File: src/cache_bus_pkg.sv
/*
 * shared widths, vector types and the arbiter state encoding
 * for the l1 to l2 bridge, plus the line store constants
 */

`default_nettype none

package cache_bus_pkg;

    localparam int ADDR_WIDTH = 32;
    localparam int WORD_WIDTH = 32;
    localparam int STRB_WIDTH = WORD_WIDTH / 8;

    // line geometry, 2 << OFFSET_WIDTH words per line
    localparam int OFFSET_WIDTH = 2;
    localparam int LINE_WORDS = 2 << OFFSET_WIDTH;
    localparam int LINE_WORD_BITS = $clog2(LINE_WORDS);
    localparam int WORD_BYTE_BITS = $clog2(STRB_WIDTH);

    // second-level store
    localparam int L2_DEPTH_WORDS = 256;
    localparam int L2_INDEX_WIDTH = $clog2(L2_DEPTH_WORDS);
    localparam int L2_LATENCY = 3;
    localparam int L2_LAT_CNT_WIDTH = $clog2(L2_LATENCY + 1);

    typedef logic [ADDR_WIDTH-1:0] addr_t;
    typedef logic [WORD_WIDTH-1:0] word_t;
    typedef logic [WORD_WIDTH*LINE_WORDS-1:0] line_t;
    typedef logic [STRB_WIDTH-1:0] wstrb_t;

    // word position inside a line and word index into the store
    typedef logic [LINE_WORD_BITS-1:0] line_word_t;
    typedef logic [L2_INDEX_WIDTH-1:0] l2_index_t;

    typedef enum logic [1:0] {
        ARB_IDLE,
        ARB_I_READ,
        ARB_D_READ,
        ARB_D_WRITE
    } arb_state_t;

endpackage

`default_nettype wire

File: src/l1_resp_router.sv
/*
 * completion and line routing back to the owning cache,
 * with one held line per cache
 */

`timescale 1ns/1ps
`default_nettype none

module l1_resp_router import cache_bus_pkg::*; (
    input  logic       clk,
    input  logic       rstn,

    input  arb_state_t owner,
    input  logic       l2_data_ok,
    input  line_t      l2_line,

    output logic       icache_data_ok,
    output line_t      icache_line,
    output logic       dcache_data_ok,
    output line_t      dcache_line
);

    logic  i_read_ok;
    logic  d_read_ok;
    logic  d_write_ok;
    line_t icache_hold;
    line_t dcache_hold;

    assign i_read_ok  = l2_data_ok && (owner == ARB_I_READ);
    assign d_read_ok  = l2_data_ok && (owner == ARB_D_READ);
    assign d_write_ok = l2_data_ok && (owner == ARB_D_WRITE);

    // writes complete without touching the held line
    always_ff @(posedge clk) begin
        if (!rstn) begin
            icache_hold <= '0;
            dcache_hold <= '0;
        end else begin
            if (i_read_ok) begin
                icache_hold <= l2_line;
            end
            if (d_read_ok) begin
                dcache_hold <= l2_line;
            end
        end
    end

    assign icache_data_ok = i_read_ok;
    assign dcache_data_ok = d_read_ok || d_write_ok;

    // live line during the pulse, held copy after it
    assign icache_line = i_read_ok ? l2_line : icache_hold;
    assign dcache_line = d_read_ok ? l2_line : dcache_hold;

endmodule

`default_nettype wire

File: config.mk
export PLATFORM = sky130hd
export DESIGN_NAME = l1_resp_router
export DESIGN_NICKNAME = d
export VERILOG_FILES = /design/src/cache_bus_pkg.sv /design/src/l1_resp_router.sv
export SDC_FILE = /design/constraint.sdc
export NUM_CORES = 1
export LEC_CHECK = 0
export BUFFER_PORTS_ARGS = -buffer_cell sky130_fd_sc_hd__buf_2
export CORE_AREA = 2 2 302 304
export DETAILED_ROUTE_END_ITERATION = 10
export DIE_AREA = 0 0 304 306
export GPL_ROUTABILITY_DRIVEN = 1
export PLACE_DENSITY = 0.5
export SLEW_MARGIN = 20
export SYNTH_ARGS = -nofsm -noshare
export SYNTH_HDL_FRONTEND = slang
export SYNTH_SLANG_ARGS = --single-unit
export TNS_END_PERCENT = 1
File: constraint.sdc
create_clock -name clk -period 2.4 [get_ports clk]
set_clock_uncertainty 0.15 [all_clocks]
set_input_delay 0.36 -clock clk [delete_from_list [all_inputs] [get_ports clk]]
set_output_delay 0.36 -clock clk [all_outputs]
set_load 0.1 [all_outputs]
* Word level (Yosys, flattened, before mapping)
Index checks and enable logic that the tools add are counted.
** Word-level totals
- Bits in registers :: 512
- Output and inout port bits :: 514
- Bits of input ports :: 261
** Operators by class
- Equal/unequal tests :: 3
- Multiplexer cells :: 2
- Reduce and logical (&&, ||, !) cells :: 4
** Operators by type and width (count)
- 256-bit two-way mux :: 2
- 2-bit equality test, second input constant :: 2
- 1-bit logical AND :: 3
- 2-bit by 1-bit equality test with 1-bit output, second input constant :: 1
- 1-bit logical OR :: 1

* Logic depth before layout (Yosys ltp)
- Word-level depth :: 3
- Depth in mapped cells :: 5
- Gate-level depth less buffers :: 2

* Worst setup path before layout
OpenSTA, ideal clock, no wires.
- Path kind :: in2out
- Start :: input port owner[0]
- End :: output port dcache_line[251]
- Slack :: 0.191 ns
- Required time :: 1.890 ns
- Path buffers :: 3
- Arrival time :: 1.699 ns
- Stages on the path :: 5
- Cells stage by stage :: nand3b_1 buf_2 buf_6 buf_6 mux2_1
** Between the ends
- Longest elaborated chain between the ends :: 3
** Ends and longest elaborated chain
- start, declared :: line l1_resp_router.sv:13 : input arb_state_t owner,
- 2-bit equality test :: line l1_resp_router.sv:30 : assign d_read_ok = l2_data_ok && (owner == ARB_D_READ);
- 1-bit logical AND :: line l1_resp_router.sv:30
- 256-bit two-way mux
- end, declared :: line l1_resp_router.sv:20 : output line_t dcache_line
No other way between the ends.

* Worst setup path in the final report
- Start :: input port l2_data_ok
- End :: output port dcache_line[115]
** Between the ends
- Longest elaborated chain between the ends :: 2
** Ends and longest elaborated chain
- start, declared :: line l1_resp_router.sv:14 : input logic l2_data_ok,
- 1-bit logical AND :: line l1_resp_router.sv:30
- 256-bit two-way mux
No other way between the ends.

==> impl_metrics.csv <==
group,metric,value,unit
outcome,outcome,"completed",
place,portBuffers,774,
synth,synth_nets,2768,
critical_path,start_kind,"primary input",
clock_network,clkSlewWorstSetupHoldPaths,0.06,ns
clock_network,cts_max_level,2,
die,start_util,30.2,%
global_route,grtUsageTotal,17.7,%
die,num_rows,110,
critical_path,r2r_start,"icache_hold[55]",
drt,ant_nets,0,
cells_and_area,layout_commonest_cell,"nand2_1",
drt,drt-total-wl,85900,um
critical_path,r2r_slack,1.14,ns
synth,seq_area_frac_synth,37.9,%
hold_path,min_path_cells,5,
timing,slew_headroom,68.0,%
timing,rsz0062_at_grt,"yes",
critical_path,crit_path_max_fanout,34,
die,core_area,89600,um2
global_route,grt_overflow,0,
timing,layout_worst_path_cycle_share,98.3,%
cells_and_area,antenna_cells,0,
timing,hold_ws,0.297,ns
cells_and_area,final_cell_mix,"nand2_1 (768), buf_12 (550), mux2i_1 (512), dfxtp_1 (512), mux2_4 (434)",
drt,dr.pass1.iters,5,
power_and_ir_drop,leakage,22.4,nW
power_and_ir_drop,power_density,614,nW/um2
timing,worstMarginPinSlew,0.484,ns
cells_and_area,n_fill_cell,7809,
drt,vias,21384,
drt,drt_iter0_markers,900,
synth,avgSynthCellArea,10.8,um2
timing,finalCriticalPeriod,2.36,ns
cells_and_area,instances_no_fill,4744,
critical_path,cp.arrival,1.85,ns
drt,wire_per_inst,18.1,um
place,hpwl,64900,um
critical_path,required,1.89,ns
die,dieArea,93000,um2
timing,hold_viol,0,
clock_network,cts_root_buf,"clkbuf_16",
global_route,grt_pass1_wl,131000,um
global_route,first_global_vias,22140,
timing,finalSetupViolCount,0,
cells_and_area,nNetsFinal,3786,
synth,ys_warn_count,0,
place,routabilityCongestion,0.805,
critical_path,rr_endpoint,"icache_hold[55]",
global_route,grt_max_degree,100,
die,io_pins,775,
job,cap_violations,0,
hold_path,hold-path-endpoint,"icache_hold[206]",
clock_network,clk_latency,0.62,ns
critical_path,worstRegToRegCells,3,
cells_and_area,layout-drive-gt1-share,41.9,%
drt,viasPerCell,4.51,
synth,synth.distinct_cells,13,
clock_network,cts_tree,"built",
die,die_w,304,um
die,die_h,306,um
synth,syn_area,27100,um2
clock_network,clock-sinks,512,
place,placed_area,40100,um2
cells_and_area,syn_to_final_growth,65.6,%
global_route,grt_antenna_before_repair,3,
synth,ys_ff_latch,512,
critical_path,critPathKind,"primary input to primary output",
hold_path,hp-class,"primary input to flip-flop",
cells_and_area,design_area,44800,um2
timing,slew_violations,0,
timing,fin_tns_setup,0,ns
hold_path,min-delay-start,"owner[1]",
clock_network,clock_path_buffers,3,
power_and_ir_drop,peakVddDrop,396,uV
drt,drc,0,
place,place_inst,4379,
critical_path,cp-end-kind,"primary output",
clock_network,numCtsBuffers,60,
synth,syn_inst,2507,
timing,fmax,424,MHz
worst max path at each step:
stage / startpoint / end / slack [ns] / depth (start not counted)
5_1_grt: l2_data_ok / dcache_line[115] / -0.02 / 6
6_report: l2_data_ok / dcache_line[115] / 0.04 / 6
4_1_cts: l2_data_ok / dcache_line[157] / -0.001 / 6
3_5_place_dp: owner[1] / icache_line[99] / -0.15 / 7
2_1_floorplan: owner[0] / dcache_line[251] / 0.19 / 5
3_3_place_gp: owner[1] / icache_line[98] / -0.18 / 7
state kept, by name, indices dropped and copies added (netlist names):
signal and flops:
dcache_hold 256, icache_hold 256
synthesized netlist by cell type:
master,number,area [um2]
buf_4,51,383
clkbuf_1,33,124
nand3b_1,2,15.0
nand2_1,768,2880
inv_1,1,3.75
mux2_2,75,845
dfxtp_1,512,10200
and2_1,1,6.26
buf_6,51,574
mux2_4,433,6500
mux2i_1,512,5120
mux2_1,4,45.0
buf_2,64,320
where the power goes:
group / switching, W / total [W] / internal [W]
logic: 0.00540 / 0.00883 / 0.00343
registers: 0.000161 / 0.00897 / 0.00880
clock network: 0.00376 / 0.00974 / 0.00599
total: 0.00932 / 0.0275 / 0.0182
cells by family (layout without fill, tap and decap cells):
group                  count (synthesis)  count (layout)  share of synthesized area, %
and+or+nand+nor                      771             771                          10.7
DFF                                  512             512                          37.9
buffers and inverters                200            1261                          5.19
muxes                               1024            1024                          46.2
layer usage:
metal	up-vias	GRT usage, %	share of wire (%)
met3	172	4.89	6.2
met2	566	31.7	50
met4	6	7.50	4.5
li1	10563	-	-
met5	-	0	0.044
met1	10077	19.8	39
layout make-up:
type / count / area (um2) / area share [%]
multi-input combinational: 1795 / 15400 / 34.4
tap: 1176 / 1470 / 3.28
clock inverter: 18 / 330 / 0.737
clock buffer: 87 / 1750 / 3.91
timing repair buffer: 1155 / 15600 / 34.8
inverter: 1 / 3.75 / 0.00837
sequential: 512 / 10200 / 22.9
stage by stage:
stage               worst slack [ns]  total power, W  utilization (%)
finish                        0.0420          0.0275             50.1
global route                 -0.0245          0.0285             50.1
CTS                         -0.00110          0.0279             50.0
detailed placement            -0.153          0.0177             44.8
global placement              -0.177          0.0176             44.8
floorplan                      0.191          0.0146                -
repair_timing:
action                                 CTS  global route
resized for setup                        1             5
hold buffers                           259             0
endpoints found under the hold margin  512             0
buffers inserted                         1             0
pin swaps                                0             1
setup endpoints to repair              235            98
critical path, stage by stage:
cell and delay (ns):
buf_2 0.11, nand3b_1 0.23, buf_12 0.26, buf_12 0.29, mux2_4 0.36, buf_12 0.17
Power figures use the tool's default switching activity.
