==> src/cache_bus_pkg.sv <==
/*
 * shared widths, vector types and the arbiter state encoding
 * for the l1 to l2 bridge, plus the line store constants
 */

`default_nettype none

package cache_bus_pkg;

    localparam int ADDR_WIDTH = 32;
    localparam int WORD_WIDTH = 32;
    localparam int STRB_WIDTH = WORD_WIDTH / 8;

    // line geometry, 2 << OFFSET_WIDTH words per line
    localparam int OFFSET_WIDTH = 2;
    localparam int LINE_WORDS = 2 << OFFSET_WIDTH;
    localparam int LINE_WORD_BITS = $clog2(LINE_WORDS);
    localparam int WORD_BYTE_BITS = $clog2(STRB_WIDTH);

    // second-level store
    localparam int L2_DEPTH_WORDS = 256;
    localparam int L2_INDEX_WIDTH = $clog2(L2_DEPTH_WORDS);
    localparam int L2_LATENCY = 3;
    localparam int L2_LAT_CNT_WIDTH = $clog2(L2_LATENCY + 1);

    typedef logic [ADDR_WIDTH-1:0] addr_t;
    typedef logic [WORD_WIDTH-1:0] word_t;
    typedef logic [WORD_WIDTH*LINE_WORDS-1:0] line_t;
    typedef logic [STRB_WIDTH-1:0] wstrb_t;

    // word position inside a line and word index into the store
    typedef logic [LINE_WORD_BITS-1:0] line_word_t;
    typedef logic [L2_INDEX_WIDTH-1:0] l2_index_t;

    typedef enum logic [1:0] {
        ARB_IDLE,
        ARB_I_READ,
        ARB_D_READ,
        ARB_D_WRITE
    } arb_state_t;

endpackage

`default_nettype wire

==> src/l1_req_arbiter.sv <==
/*
 * fixed priority request arbiter between the two first-level caches
 * one transaction in flight, request driven only in the idle cycle
 */

`timescale 1ns/1ps
`default_nettype none

module l1_req_arbiter import cache_bus_pkg::*; (
    input  logic       clk,
    input  logic       rstn,

    input  logic       icache_req,
    input  addr_t      icache_addr,

    input  logic       dcache_req,
    input  logic       dcache_wr,
    input  addr_t      dcache_addr,
    input  word_t      dcache_wdata,
    input  wstrb_t     dcache_wstrb,

    input  logic       l2_data_ok,
    output logic       l2_req,
    output logic       l2_wr,
    output addr_t      l2_addr,
    output word_t      l2_wdata,
    output wstrb_t     l2_wstrb,

    output arb_state_t owner
);

    arb_state_t state;
    arb_state_t next_state;

    always_ff @(posedge clk) begin
        if (!rstn) begin
            state <= ARB_IDLE;
        end else begin
            state <= next_state;
        end
    end

    // dcache write, then dcache read, then icache read
    always_comb begin
        next_state = state;
        case (state)
            ARB_IDLE: begin
                if (dcache_req) begin
                    if (dcache_wr) begin
                        next_state = ARB_D_WRITE;
                    end else begin
                        next_state = ARB_D_READ;
                    end
                end else if (icache_req) begin
                    next_state = ARB_I_READ;
                end
            end
            ARB_I_READ: begin
                if (l2_data_ok) begin
                    next_state = ARB_IDLE;
                end
            end
            ARB_D_READ: begin
                if (l2_data_ok) begin
                    next_state = ARB_IDLE;
                end
            end
            ARB_D_WRITE: begin
                if (l2_data_ok) begin
                    next_state = ARB_IDLE;
                end
            end
            default: begin
                next_state = ARB_IDLE;
            end
        endcase
    end

    // issue cycle only, all zero while a transaction is open
    always_comb begin
        l2_req   = 1'b0;
        l2_wr    = 1'b0;
        l2_addr  = '0;
        l2_wdata = '0;
        l2_wstrb = '0;
        if (state == ARB_IDLE) begin
            if (dcache_req) begin
                l2_req  = 1'b1;
                l2_wr   = dcache_wr;
                l2_addr = dcache_addr;
                if (dcache_wr) begin
                    l2_wdata = dcache_wdata;
                    l2_wstrb = dcache_wstrb;
                end
            end else if (icache_req) begin
                l2_req  = 1'b1;
                l2_addr = icache_addr;
            end
        end
    end

    assign owner = state;

endmodule

`default_nettype wire

==> config.mk <==
export PLATFORM = sky130hd
export DESIGN_NAME = l1_req_arbiter
export DESIGN_NICKNAME = d
export VERILOG_FILES = /design/src/cache_bus_pkg.sv /design/src/l1_req_arbiter.sv
export SDC_FILE = /design/constraint.sdc
export NUM_CORES = 1
export LEC_CHECK = 0
export BUFFER_PORTS_ARGS = -buffer_cell sky130_fd_sc_hd__buf_2
export CAP_MARGIN = 10
export CORE_AREA = 2 2 70 72
export CTS_CLUSTER_SIZE = 16
export DETAILED_ROUTE_END_ITERATION = 7
export DIE_AREA = 0 0 72 74
export GPL_ROUTABILITY_DRIVEN = 0
export SKIP_LAST_GASP = 1
export SYNTH_ARGS = -nofsm -noshare
export SYNTH_HDL_FRONTEND = slang
export SYNTH_SLANG_ARGS = --single-unit
==> constraint.sdc <==
create_clock -name clk -period 2.45 [get_ports clk]
set_clock_uncertainty 0.05 [all_clocks]
set_input_delay 0.245 -clock clk [delete_from_list [all_inputs] [get_ports clk]]
set_output_delay 0.245 -clock clk [all_outputs]
set_load 0.05 [all_outputs]
---- Word-level counts from Yosys, hierarchy flattened ----
Index checks and enable logic that the tools add are counted.
word-level totals
  register bits after elaboration ......... 2
  bits of input ports ..................... 106
  logic and storage cells ................. 28
cells by class
  equal/unequal tests ..................... 5
  muxes and demuxes ....................... 19
  reduce and logical (&&, ||, !) cells .... 3
operator list
  kind                                                                    count
  32-bit 2-to-1 mux                                                       6
  4-bit 2-to-1 mux                                                        3
  1-bit 2-to-1 mux                                                        6
  2-bit 2-to-1 mux                                                        3
  2-bit equality test (second input constant)                             2
  2-bit case mux with 2 select lines                                      1
  3-bit != test (second input constant)                                   1
  3-bit OR reduction                                                      1
  2-bit by 1-bit equality test with 1-bit output (second input constant)  1
  2-bit logical NOT                                                       1
  2-bit by 1-bit != test with 1-bit output (second input constant)        1
  2-bit AND reduction                                                     1

---- Depth between registers and ports, before layout ----
  word-level depth ........................ 4
  mapped depth ............................ 3
  gate-level depth less buffers ........... 2

---- Worst setup path before layout ----
OpenSTA, ideal clock, no wires.
  path kind ............................... flip-flop to output port
  start ................................... register state[0] (netlist: owner[0])
  end ..................................... output port l2_addr[10]
  arrival ................................. 1634 ps
  required time ........................... 2155 ps
  slack ................................... 521 ps
  cell stages (with the launch flop) ...... 4
  buffers on the path ..................... 1
  cells stage by stage .................... dfxtp_1 -> nor4b_2 -> buf_4 -> a22o_1
on the way
  word-level cells in the longest chain between the ends .. 2
RTL lines
  item                    line                  source
  from (decl)             l1_req_arbiter.sv:32  arb_state_t state;
  from (signal assigned)  l1_req_arbiter.sv:39  state <= next_state;
  2-bit logical NOT       l1_req_arbiter.sv:86  if (state == ARB_IDLE) begin
  32-bit 2-to-1 mux       l1_req_arbiter.sv:86
  to (decl)               l1_req_arbiter.sv:25  output addr_t l2_addr,
No other way between the ends.

---- Final worst setup path ----
  start ................................... register state[0] (netlist: owner[0])
  end ..................................... output port l2_addr[29]
Same word-level chain as after synthesis.

==> results.sh <==
export IMPL_worstPathArrival_ps=1670
export IMPL_slew_headroom_pct=69.4
export IMPL_cts_setup_buffers=0
export IMPL_via_per_inst=4.46
export IMPL_critPathBufInv=2
export IMPL_syn_inst=96
export IMPL_synthMostInstantiatedCell="and3_1"
export IMPL_wl_um=3820
export IMPL_core_mm2=0.00460
export IMPL_setup_viol=0
export IMPL_status="finished clean"
export IMPL_grt_pass1_wl_um=5020
export IMPL_path_cells="nor4b_4 -> buf_4 -> a22o_1 -> buf_2"
export IMPL_netlist_area_leader_share_pct=39.9
export IMPL_combPwrFrac_pct=79.0
export IMPL_min_period_over_period_pct=80.2
export IMPL_yosys_warnings=0
export IMPL_synthTopCellsByArea="a22o_1 (40%), and3_1 (32%), dfxtp_1 (5.7%)"
export IMPL_die_w_um=72
export IMPL_post_route_drc_count=0
export IMPL_post_route_util_pct=36.3
export IMPL_grtUsageMet3_pct=1.08
export IMPL_drt_initial_drc_count=32
export IMPL_critPathSlowestCell="dfxtp_1"
export IMPL_die_y_um=74
export IMPL_reg2reg_from="owner[0]"
export IMPL_clk_pin_slew_ps=30
export IMPL_p_sw_w=0.000481
export IMPL_start_util_pct=15.3
export IMPL_fp_dieArea_mm2=0.00533
export IMPL_synth_edff_count=0
export IMPL_pwr_density_cell_mw_per_mm2=486
export IMPL_synth_top_flop_cell="dfxtp_1"
export IMPL_synth_common_cells="and3_1 (36), a22o_1 (32), clkbuf_1 (6), buf_2 (5), buf_4 (3)"
export IMPL_p_leak_nw=1.19
export IMPL_rsz0062_at_grt="no"
export IMPL_cp_max_fo=32
export IMPL_mappedNetlistNets=202
export IMPL_synth_area_leader_cell="a22o_1"
export IMPL_synth_async_reset_ratio_pct=0
export IMPL_crit_path_start="owner[0]"
export IMPL_drv_slew=0
export IMPL_crit_family="buffers and inverters"
export IMPL_yosysSeqAreaShare_pct=5.69
export IMPL_start_kind="flop"
export IMPL_wl_per_cell_um=12.0
export IMPL_num_rows=25
export IMPL_cts_resized=0
export IMPL_io_buffers=177
export IMPL_cp_end_kind="primary output"
export IMPL_clockBufferDepth=2
export IMPL_clk_latency_ps=210
export IMPL_grt_total_usage_pct=11.5
export IMPL_min_path_type="in2reg"
export IMPL_cts_max_level=1
export IMPL_clockPowerShare_pct=15.7
export IMPL_slowest_delay_ps=360
export IMPL_synthToLayoutAreaGrowth_pct=138
export IMPL_diodes=0
export IMPL_reg2reg_slack_ps=1300
export IMPL_crit_type="reg2out"
export IMPL_cts_tree="built"
export IMPL_layout_drive_gt1_share_pct=69.7
export IMPL_syn_avg_cell_area_um2=7.32
export IMPL_antenna_found_initial=0
export IMPL_top_usage_layer="met2"
export IMPL_ant_nets=0
export IMPL_grt_pass1_vias=1166
export IMPL_dr_pass1_iters=4
export IMPL_setup_tns_ps=0
export IMPL_grt_ovfl_total=0
export IMPL_fmax_mhz=509
export IMPL_p_sw_share_pct=59.2
export IMPL_period_minus_slack_ps=1960
export IMPL_root_buffer="clkbuf_8"
export IMPL_nets=372
export IMPL_use_met1_pct=11.9
export IMPL_sequentialPowerShare_pct=5.4
export IMPL_grt_use_met2_pct=23.0
export IMPL_largest_reg_flops=2
export IMPL_yosysUniqueCellTypes=16
export IMPL_hold_viol=0
export IMPL_internal_power_w=0.000332
export IMPL_io_pins=178
export IMPL_numCtsBuffers=3
export IMPL_peakVddDrop_mv=0.341
export IMPL_synth_area_um2=703
export IMPL_cts_sinks=2
export IMPL_grt_max_degree=71
export IMPL_num_vias=1417
export IMPL_synth_seq_cells=2
export IMPL_max_cap_violations=0
export IMPL_hold_buffers=0
export IMPL_hpwl_um=3070
export IMPL_worstPathRequired_ps=2150
export IMPL_hold_path_startpoint="rstn"
export IMPL_tightest_slew_ps=459
[cells in the final DEF, fill, tap and decap left out, drive strengths merged]
| master | netlist | final |
|---|---|---|
| buf | 8 | 179 |
| and3 | 36 | 36 |
| a22o | 32 | 32 |
| clkbuf | 6 | 3 |
| nor2 | 2 | 2 |
| nor2b | 2 | 2 |
| dfxtp | 2 | 2 |
| nor3b | 1 | 1 |
| nor4b | 1 | 1 |
| and2 | 1 | 1 |
| or2 | 1 | 1 |
| o21a | 1 | 1 |
| inv | 1 | 1 |
| nand3b | 1 | 1 |
| o41ai | 1 | 1 |
[layout make-up]
type                            instances  area, um^2
Fill cell                             495        2930
Timing Repair Buffer                  179         913
Multi-Input combinational cell         79         604
Tap cell                               54        67.6
Clock buffer                            3        41.3
Sequential cell                         2        40.0
Inverter                                1        3.75
[per-layer routing]
layer / routed length (um) / vias up
met5: 0 / -
met4: 80 / 0
met3: 423 / 6
met2: 1940 / 97
met1: 1370 / 597
li1: - / 717
[worst register-to-register path: cells and delay by family (launching register included)]
kind            cells  cell delay, ps
flops               1             360
buf+inv             1             270
simple gates        1             250
compound gates      1             170
[kinds of logic after synthesis]
group | after synthesis | synth area share [%]
simple gates | 45 | 41.6
compound gates | 34 | 42.2
buf+inv | 15 | 10.5
flops | 2 | 5.69
[power groups by stage]
stage | logic (W) | clock network, W | registers [W]
6_report | 0.000642 | 0.000127 | 0.0000435
5_1_grt | 0.000673 | 0.000137 | 0.0000450
4_1_cts | 0.000645 | 0.000132 | 0.0000436
3_5_place_dp | 0.000643 | 0 | 0.0000440
3_3_place_gp | 0.000643 | 0 | 0.0000437
2_1_floorplan | 0.000449 | 0 | 0.0000534
[worst paths after layout]
path	end	cells past startpoint
setup / recovery	l2_addr[29]	4
hold / removal	owner[1]	2
setup reg to reg	owner[1]	3
hold reg to reg	owner[0]	2
[metrics by stage]
stage	setup WS, ps	power [W]	hold slack, ps	instances	area [um^2]
6_report	486	0.000813	227	318	1670
5_1_grt	378	0.000855	241	318	1670
4_1_cts	466	0.000821	227	318	1670
3_5_place_dp	698	0.000687	443	315	1630
3_3_place_gp	706	0.000687	438	315	1630
2_1_floorplan	521	0.000502	313	96	703
No activity file was read; power rests on OpenSTA's default activity.
